===== src/rpPkg.sv =====
// Shared register map, function codes, limits and bus types for the RP disk drive model
`default_nettype none

package rpPkg;

   ////////////////////////////////////////////////////////////
   // Register map
   ////////////////////////////////////////////////////////////

   localparam int regAdrWidth = 4;

   localparam logic [regAdrWidth-1:0] regCs1 = 4'd0;
   localparam logic [regAdrWidth-1:0] regDs  = 4'd1;
   localparam logic [regAdrWidth-1:0] regEr1 = 4'd2;
   localparam logic [regAdrWidth-1:0] regDa  = 4'd5;
   localparam logic [regAdrWidth-1:0] regDc  = 4'd10;
   localparam logic [regAdrWidth-1:0] regCc  = 4'd11;

   // Function field of CS1, GO bit excluded
   localparam logic [4:0] funNop    = 5'd0;
   localparam logic [4:0] funSeek   = 5'd2;
   localparam logic [4:0] funRecal  = 5'd3;
   localparam logic [4:0] funDrvClr = 5'd4;

   ////////////////////////////////////////////////////////////
   // Mechanism limits
   ////////////////////////////////////////////////////////////

   localparam int cylWidth = 10;
   localparam logic [cylWidth-1:0] lastCyl = 10'd814;
   // Clocks spent on each one-cylinder move
   localparam int stepCycles = 4;

   // DS bits
   localparam int dsAtaBit = 15;
   localparam int dsErrBit = 14;
   localparam int dsMolBit = 12;
   localparam int dsDprBit = 8;
   localparam int dsDryBit = 7;

   // ER1 bits
   localparam int er1IlfBit = 0;
   localparam int er1RmrBit = 2;
   localparam int er1IaeBit = 10;

   ////////////////////////////////////////////////////////////
   // Bus and status types
   ////////////////////////////////////////////////////////////

   // CS1 layout, DVA at bit 11
   typedef struct packed {
      logic [3:0] rsvdHi;
      logic       dva;
      logic [4:0] rsvdLo;
      logic [4:0] fun;
      logic       go;
   } rpCs1Fields_t;

   typedef struct packed {
      logic [7:0] track;
      logic [7:0] sector;
   } rpDaFields_t;

   // One bus word, seen as CS1 or as DA
   typedef union packed {
      logic [15:0]  raw;
      rpCs1Fields_t cs1;
      rpDaFields_t  da;
   } rpWord_u;

   typedef struct packed {
      logic                   wr;
      logic                   rd;
      logic [regAdrWidth-1:0] num;
      rpWord_u                data;
   } rpRegReq_t;

   typedef struct packed {
      logic       go;
      logic [4:0] fun;
   } rpCmd_t;

   // Seeker state and single-clock event pulses
   typedef struct packed {
      logic                busy;
      logic [cylWidth-1:0] curCyl;
      logic                setAta;
      logic                setIlf;
      logic                setIae;
      logic                drvClr;
   } rpSeekStat_t;

endpackage

`default_nettype wire


===== src/rpCs1.sv =====
// Control/status register 1 of the drive; holds the function code and GO for the seeker
`default_nettype none
`timescale 1ns/1ns

module rpCs1 (
   input  wire logic              clk,
   input  wire logic              rst,
   input  wire rpPkg::rpRegReq_t  req,
   input  wire logic              busy,
   input  wire logic              clrGo,
   output logic [15:0]            cs1,
   output rpPkg::rpCmd_t          cmd
);
   import rpPkg::*;

   logic [4:0] fun;
   logic       go;
   logic       cs1Wr;
   rpWord_u    word;

   // Busy drive refuses the write, RMR is logged in rpRegs
   assign cs1Wr = req.wr && (req.num == regCs1) && !busy;

   // Function code
   always_ff @(posedge clk or posedge rst)
   begin
      if (rst)
         fun <= '0;
      else if (cs1Wr)
         fun <= req.data.cs1.fun;
   end

   // GO, cleared by the seeker ahead of any new write
   always_ff @(posedge clk or posedge rst)
   begin
      if (rst)
         go <= 1'b0;
      else if (clrGo)
         go <= 1'b0;
      else if (cs1Wr)
         go <= req.data.cs1.go;
   end

   // Readback word, DVA always set
   always_comb
   begin
      word.raw     = '0;
      word.cs1.dva = 1'b1;
      word.cs1.fun = fun;
      word.cs1.go  = go;
   end

   assign cs1     = word.raw;
   assign cmd.go  = go;
   assign cmd.fun = fun;

endmodule

`default_nettype wire


===== src/rpRegs.sv =====
// Drive register block with DA, DC, ER1, attention and the read multiplexer for the bus
`default_nettype none
`timescale 1ns/1ns

module rpRegs (
   input  wire logic                        clk,
   input  wire logic                        rst,
   input  wire rpPkg::rpRegReq_t            req,
   input  wire logic [15:0]                 cs1,
   input  wire rpPkg::rpSeekStat_t          stat,
   output logic [15:0]                      rdData,
   output logic [rpPkg::cylWidth-1:0]       desiredCyl
);
   import rpPkg::*;

   logic [7:0]          daTrack;
   logic [7:0]          daSector;
   logic [cylWidth-1:0] dcCyl;
   logic [15:0]         er1;
   logic                ata;
   logic [15:0]         ds;
   logic                protWr;
   logic                rmrHit;
   logic                daWr;
   logic                dcWr;
   logic                ataClr;

   ////////////////////////////////////////////////////////////
   // Write decode
   ////////////////////////////////////////////////////////////

   // CS1, DA and DC are locked while the drive is busy
   assign protWr = req.wr && (req.num == regCs1 || req.num == regDa || req.num == regDc);
   assign rmrHit = protWr && stat.busy;
   assign daWr   = req.wr && (req.num == regDa) && !stat.busy;
   assign dcWr   = req.wr && (req.num == regDc) && !stat.busy;
   // Attention drops on drive clear or a DS write with bit 15 set
   assign ataClr = stat.drvClr || (req.wr && (req.num == regDs) && req.data.raw[dsAtaBit]);

   // Desired address, track and sector
   always_ff @(posedge clk or posedge rst)
   begin
      if (rst)
      begin
         daTrack  <= '0;
         daSector <= '0;
      end
      else if (daWr)
      begin
         daTrack  <= req.data.da.track;
         daSector <= req.data.da.sector;
      end
   end

   // Desired cylinder
   always_ff @(posedge clk or posedge rst)
   begin
      if (rst)
         dcCyl <= '0;
      else if (dcWr)
         dcCyl <= req.data.raw[cylWidth-1:0];
   end

   // Error register, drive clear first then new events
   always_ff @(posedge clk or posedge rst)
   begin
      if (rst)
         er1 <= '0;
      else
      begin
         if (stat.drvClr)
            er1 <= '0;
         if (stat.setIlf)
            er1[er1IlfBit] <= 1'b1;
         if (stat.setIae)
            er1[er1IaeBit] <= 1'b1;
         if (rmrHit)
            er1[er1RmrBit] <= 1'b1;
      end
   end

   // Attention, a new event beats a clear
   always_ff @(posedge clk or posedge rst)
   begin
      if (rst)
         ata <= 1'b0;
      else if (stat.setAta)
         ata <= 1'b1;
      else if (ataClr)
         ata <= 1'b0;
   end

   ////////////////////////////////////////////////////////////
   // Status and read path
   ////////////////////////////////////////////////////////////

   always_comb
   begin
      ds           = '0;
      ds[dsAtaBit] = ata;
      ds[dsErrBit] = |er1;
      ds[dsMolBit] = 1'b1;
      ds[dsDprBit] = 1'b1;
      ds[dsDryBit] = !stat.busy;
   end

   // Unmapped numbers read as zero
   always_comb
   begin
      case (req.num)
         regCs1:  rdData = cs1;
         regDs:   rdData = ds;
         regEr1:  rdData = er1;
         regDa:   rdData = {daTrack, daSector};
         regDc:   rdData = {{(16 - cylWidth){1'b0}}, dcCyl};
         regCc:   rdData = {{(16 - cylWidth){1'b0}}, stat.curCyl};
         default: rdData = '0;
      endcase
   end

   assign desiredCyl = dcCyl;

endmodule

`default_nettype wire


===== src/rpSeeker.sv =====
// Function executor of the drive; moves the heads and reports completion back to CS1 and ER1
`default_nettype none
`timescale 1ns/1ns

module rpSeeker (
   input  wire logic                        clk,
   input  wire logic                        rst,
   input  wire rpPkg::rpCmd_t               cmd,
   input  wire logic [rpPkg::cylWidth-1:0]  desiredCyl,
   output rpPkg::rpSeekStat_t               stat,
   output logic                             clrGo
);
   import rpPkg::*;

   typedef enum logic [1:0] {sIdle, sStep, sFinish} state_t;
   typedef logic [$clog2(stepCycles)-1:0] stepCnt_t;

   state_t              state;
   logic [cylWidth-1:0] curCyl;
   logic [cylWidth-1:0] targetCyl;
   stepCnt_t            stepCnt;
   // Events held until the finish state
   logic                endAta;
   logic                endIlf;
   logic                endIae;
   logic                endClr;
   logic                done;

   always_ff @(posedge clk or posedge rst)
   begin
      if (rst)
      begin
         state     <= sIdle;
         curCyl    <= '0;
         targetCyl <= '0;
         stepCnt   <= '0;
         endAta    <= 1'b0;
         endIlf    <= 1'b0;
         endIae    <= 1'b0;
         endClr    <= 1'b0;
      end
      else
      begin
         case (state)
            sIdle:
               if (cmd.go)
               begin
                  endAta  <= 1'b0;
                  endIlf  <= 1'b0;
                  endIae  <= 1'b0;
                  endClr  <= 1'b0;
                  stepCnt <= stepCnt_t'(stepCycles - 1);
                  state   <= sFinish;
                  case (cmd.fun)
                     funNop:
                        state <= sFinish;
                     funDrvClr:
                        endClr <= 1'b1;
                     funSeek:
                     begin
                        endAta <= 1'b1;
                        // Out of range, heads stay put
                        if (desiredCyl > lastCyl)
                           endIae <= 1'b1;
                        else
                        begin
                           targetCyl <= desiredCyl;
                           state     <= sStep;
                        end
                     end
                     funRecal:
                     begin
                        endAta    <= 1'b1;
                        targetCyl <= '0;
                        state     <= sStep;
                     end
                     default:
                     begin
                        endAta <= 1'b1;
                        endIlf <= 1'b1;
                     end
                  endcase
               end
            // One cylinder per stepCycles clocks
            sStep:
               if (curCyl == targetCyl)
                  state <= sFinish;
               else if (stepCnt == '0)
               begin
                  stepCnt <= stepCnt_t'(stepCycles - 1);
                  if (curCyl < targetCyl)
                     curCyl <= curCyl + 1'b1;
                  else
                     curCyl <= curCyl - 1'b1;
               end
               else
                  stepCnt <= stepCnt - 1'b1;
            sFinish:
               state <= sIdle;
            default:
               state <= sIdle;
         endcase
      end
   end

   assign done  = (state == sFinish);
   assign clrGo = done;

   // GO counts as busy before the first step so DRY drops at once
   assign stat.busy   = cmd.go || (state != sIdle);
   assign stat.curCyl = curCyl;
   assign stat.setAta = done && endAta;
   assign stat.setIlf = done && endIlf;
   assign stat.setIae = done && endIae;
   assign stat.drvClr = done && endClr;

endmodule

`default_nettype wire


===== src/rpWbSlave.sv =====
// Wishbone classic slave port; turns bus cycles into single-clock register strobes
`default_nettype none
`timescale 1ns/1ns

module rpWbSlave (
   input  wire logic                           clk,
   input  wire logic                           rst,
   input  wire logic                           cyc,
   input  wire logic                           stb,
   input  wire logic                           we,
   input  wire logic [rpPkg::regAdrWidth-1:0]  adr,
   input  wire logic [15:0]                    datIn,
   output logic [15:0]                         datOut,
   output logic                                ack,
   output rpPkg::rpRegReq_t                    req,
   input  wire logic [15:0]                    rdData
);
   import rpPkg::*;

   logic newCyc;

   // First sample of a strobe not yet answered
   assign newCyc = cyc && stb && !ack;

   // One wait state, then a single ack clock
   always_ff @(posedge clk or posedge rst)
   begin
      if (rst)
         ack <= 1'b0;
      else
         ack <= newCyc;
   end

   // Read word captured at the edge that raises ack
   always_ff @(posedge clk)
   begin
      if (newCyc)
         datOut <= rdData;
   end

   // Address and data are held by the master through the ack clock
   always_comb
   begin
      req.wr       = ack && we;
      req.rd       = ack && !we;
      req.num      = adr;
      req.data.raw = datIn;
   end

endmodule

`default_nettype wire


===== src/rpDrive.sv =====
// Top level of the RP drive model; joins the Wishbone port, registers and seek mechanism
`default_nettype none
`timescale 1ns/1ns

module rpDrive (
   input  wire logic                           clk,
   input  wire logic                           rst,
   input  wire logic                           cyc,
   input  wire logic                           stb,
   input  wire logic                           we,
   input  wire logic [rpPkg::regAdrWidth-1:0]  adr,
   input  wire logic [15:0]                    datIn,
   output logic [15:0]                         datOut,
   output logic                                ack
);
   import rpPkg::*;

   rpRegReq_t           req;
   rpCmd_t              cmd;
   rpSeekStat_t         stat;
   logic [15:0]         cs1;
   logic [15:0]         rdData;
   logic [cylWidth-1:0] desiredCyl;
   logic                clrGo;

   ////////////////////////////////////////////////////////////
   // Bus port
   ////////////////////////////////////////////////////////////

   rpWbSlave uWbSlave (
      .clk    (clk),
      .rst    (rst),
      .cyc    (cyc),
      .stb    (stb),
      .we     (we),
      .adr    (adr),
      .datIn  (datIn),
      .datOut (datOut),
      .ack    (ack),
      .req    (req),
      .rdData (rdData)
   );

   // Registers
   rpCs1 uCs1 (
      .clk   (clk),
      .rst   (rst),
      .req   (req),
      .busy  (stat.busy),
      .clrGo (clrGo),
      .cs1   (cs1),
      .cmd   (cmd)
   );

   rpRegs uRegs (
      .clk        (clk),
      .rst        (rst),
      .req        (req),
      .cs1        (cs1),
      .stat       (stat),
      .rdData     (rdData),
      .desiredCyl (desiredCyl)
   );

   // Seek mechanism steered by CS1 and DC
   rpSeeker uSeeker (
      .clk        (clk),
      .rst        (rst),
      .cmd        (cmd),
      .desiredCyl (desiredCyl),
      .stat       (stat),
      .clrGo      (clrGo)
   );

endmodule

`default_nettype wire


===== config.mk =====
export PLATFORM = sky130hd
export DESIGN_NAME = rpDrive
export DESIGN_NICKNAME = d
export VERILOG_FILES = /design/src/rpPkg.sv /design/src/rpCs1.sv /design/src/rpRegs.sv /design/src/rpSeeker.sv /design/src/rpWbSlave.sv /design/src/rpDrive.sv
export SDC_FILE = /design/constraint.sdc
export NUM_CORES = 1
export LEC_CHECK = 0
export CAP_MARGIN = 0
export CORE_MARGIN = 2
export CORE_UTILIZATION = 50
export DETAILED_ROUTE_END_ITERATION = 7
export DONT_BUFFER_PORTS = 1
export HOLD_SLACK_MARGIN = 0.15
export PLACE_DENSITY = 0.79
export SETUP_SLACK_MARGIN = 0.15
export SLEW_MARGIN = 20
export SYNTH_ARGS = -nofsm -noshare
export SYNTH_HDL_FRONTEND = slang
export SYNTH_HIERARCHICAL = 1
export SYNTH_SLANG_ARGS = --single-unit

===== constraint.sdc =====
create_clock -name clk -period 3.4 [get_ports clk]
set_input_delay 0.34 -clock clk [delete_from_list [all_inputs] [get_ports clk]]
set_output_delay 0.34 -clock clk [all_outputs]
set_load 0.02 [all_outputs]

==> impl_metrics.env <==
export IMPL_dr_pass1_iters=5
export IMPL_h_tree_depth=3
export IMPL_rows=35
export IMPL_grt_max_degree=31
export IMPL_syn_to_final_growth_pct=8.49
export IMPL_ant_nets=0
export IMPL_synth_cell_area_um2=4640
export IMPL_first_iter_violations=216
export IMPL_internal_power_uw=1830
export IMPL_core_area_um2=9110
export IMPL_fin_tns_setup_ns=0
export IMPL_clkTransAtPathRegs_ns=0.08
export IMPL_initial_core_util_pct=50.9
export IMPL_layout_drive_gt1_share_pct=19.3
export IMPL_slowest_stage="dfrtp_1"
export IMPL_cp_arrival_ns=3.41
export IMPL_vias=3103
export IMPL_clockPowerShare_pct=35.9
export IMPL_antenna_found_initial=0
export IMPL_rr_endpoint="uSeeker/curCyl[9]$_DFFE_PP0P_"
export IMPL_post_route_period_util_pct=91.8
export IMPL_numCtsBuffers=9
export IMPL_fmax_mhz=321
export IMPL_tritoncts="yes"
export IMPL_numPortBuffers=0
export IMPL_drt_total_wl_um=9730
export IMPL_cpPeakStageDelay_ns=0.37
export IMPL_hold_ws_ns=0.160
export IMPL_rsz0062_at_grt="yes"
export IMPL_report_final_setup_viol=0
export IMPL_final_nets=464
export IMPL_clockBufferDepth=2
export IMPL_p_per_area_nw_per_um2=489
export IMPL_die_y_um=100
export IMPL_dr_wl_met2_um=4950
export IMPL_ir_worst_vdd_uv=176
export IMPL_worst_hold_path_type="input pin to register"
export IMPL_slew_headroom_pct=42.2
export IMPL_clock_sinks=81
export IMPL_wl_per_cell_um=18.2
export IMPL_holdCritStartpoint="adr[3]"
export IMPL_netSwitchingPower_uw=637
export IMPL_synth_area_per_cell_um2=11.0
export IMPL_hold_viol_final=0
export IMPL_cap_violations=0
export IMPL_diodes=0
export IMPL_route_detailed_drc=0
export IMPL_hpwl_um=6810
export IMPL_worstMarginPinSlew_ns=0.864
export IMPL_reg2reg_slack_ns=0.28
export IMPL_worstRegToRegCells=15
export IMPL_yosysWarnings=6
export IMPL_grt_pass1_wl_um=15500
export IMPL_worstHoldPathCells=1
export IMPL_end_kind="register"
export IMPL_track_usage_pct=20.1
export IMPL_overflow=0
export IMPL_nFillCells=735
export IMPL_finalCriticalPeriod_ns=3.12
export IMPL_cp_max_fo=6
export IMPL_grt_pass1_vias=3076
export IMPL_dr_max_layer_used="met4"
export IMPL_path_cells="inv_1, ha_1, and4_1, and3_4, a221o_1, a21oi_2, inv_2, buf_4, ha_1, a21oi_1, o21ai_2, a21o_1, xor2_1, nor2_1, xor2_1"
export IMPL_status="complete, no violations"
export IMPL_clock_latency_ns=0.37
export IMPL_seq_power_share_pct=46.8
export IMPL_vias_per_cell=5.80
export IMPL_crit_start="uSeeker/targetCyl[6]$_DFFE_PP0P_"
export IMPL_fp_dieW_um=100
export IMPL_worst_r2r_startpoint="uSeeker/targetCyl[6]$_DFFE_PP0P_"
export IMPL_cp_start_kind="register"
export IMPL_power_share_combinational_pct=17.3
export IMPL_die_area_um2=10100
export IMPL_wl_met1_um=4130
export IMPL_synth_cells=420
export IMPL_cts_root_buf="clkbuf_8"
export IMPL_slew_viol_final=0
export IMPL_met3_length_um=529
export IMPL_place_gp_congestion=0.803
export IMPL_layout_commonest_cell="dfrtp_1"
export IMPL_layout_common_cells="65 x dfrtp_1, 41 x nand2_1, 25 x mux2_4"
export IMPL_finClkSkew_ns=0.00896
export IMPL_power_leakage_uw=0.00231
export IMPL_io_pins=42
export IMPL_crit_type="register to register"
export IMPL_switching_share_pct=25.9
export IMPL_hold_end="uWbSlave/datOut[10]$_DFFE_PP_"
export IMPL_cp_required_ns=3.69
[worst max-delay path by stage]
stage	to	cells after the start
global placement	uSeeker/curCyl[8]$_DFFE_PP0P_	14
detailed placement	uSeeker/curCyl[9]$_DFFE_PP0P_	14
floorplan	uSeeker/curCyl[8]$_DFFE_PP0P_	14
finish	uSeeker/curCyl[9]$_DFFE_PP0P_	15
CTS	uSeeker/curCyl[9]$_DFFE_PP0P_	14
global route	uSeeker/curCyl[9]$_DFFE_PP0P_	15
[stage by stage]
step	instance area (µm²)	total power, µW	utilization, %	setup WS, ns	std cells
finish	5030	2460	55.3	0.280	535
CTS	4910	2460	53.9	0.189	527
global placement	4490	1540	49.3	0.282	494
floorplan	4670	1510	-	0.221	428
global route	5030	2570	55.3	0.103	535
detailed placement	4490	1560	49.3	0.226	494
[sequential cells by signal, indices dropped and copies added, names as in the netlist]
signal / flops
uSeeker/stepCnt: 2
uRegs/daSector: 8
uSeeker/state: 2
uWbSlave/datOut: 16
uSeeker/targetCyl: 10
uSeeker/endClr: 1
uRegs/er1: 3
uCs1/go: 1
uCs1/fun: 5
uSeeker/endAta: 1
uSeeker/endIae: 1
uSeeker/curCyl: 10
uWbSlave/ack: 1
uSeeker/endIlf: 1
uRegs/desiredCyl: 10
uRegs/ata: 1
uRegs/daTrack: 8
[layer usage]
| layer | up-vias | global-route usage [%] |
|---|---|---|
| met1 | 1533 | 25.2 |
| met4 | 0 | 6.53 |
| li1 | 1441 | - |
| met2 | 115 | 34.3 |
| met3 | 14 | 4.74 |
| met5 | - | 0 |
[worst max-delay path, delay by kind of cell (launching register included)]
family	cells	cell delay, ns
AOI/OAI and AO/OA	5	1.03
adders and majority gates	2	0.59
and+or+nand+nor	3	0.48
DFF	1	0.37
buffers and inverters	3	0.29
xor gates and xnor gates	2	0.29
[layout make-up]
cell class	count	area, µm²	share of cell area, %
clock inverter	4	97.6	1.94
timing repair buffer	30	270	5.37
sequential	81	2110	41.8
tap	111	139	2.76
multi-input combinational	274	2180	43.3
clock buffer	12	156	3.11
inverter	23	86.3	1.71
[what timing repair did]
action / in CTS / in global routing
buffers inserted: 0 / 7
gates resized for setup: 0 / 8
endpoints found under the hold margin: 69 / 28
setup endpoints to repair: 0 / 3
hold buffers: 17 / 1
[power groups by stage]
stage | registers [µW] | logic (µW) | clock network (µW)
2_1_floorplan | 1150 | 362 | 0
3_3_place_gp | 1170 | 372 | 0
3_5_place_dp | 1170 | 387 | 0
4_1_cts | 1150 | 411 | 894
5_1_grt | 1160 | 471 | 935
6_report | 1150 | 425 | 885
Note: power is estimated with default switching activity, not from simulation.
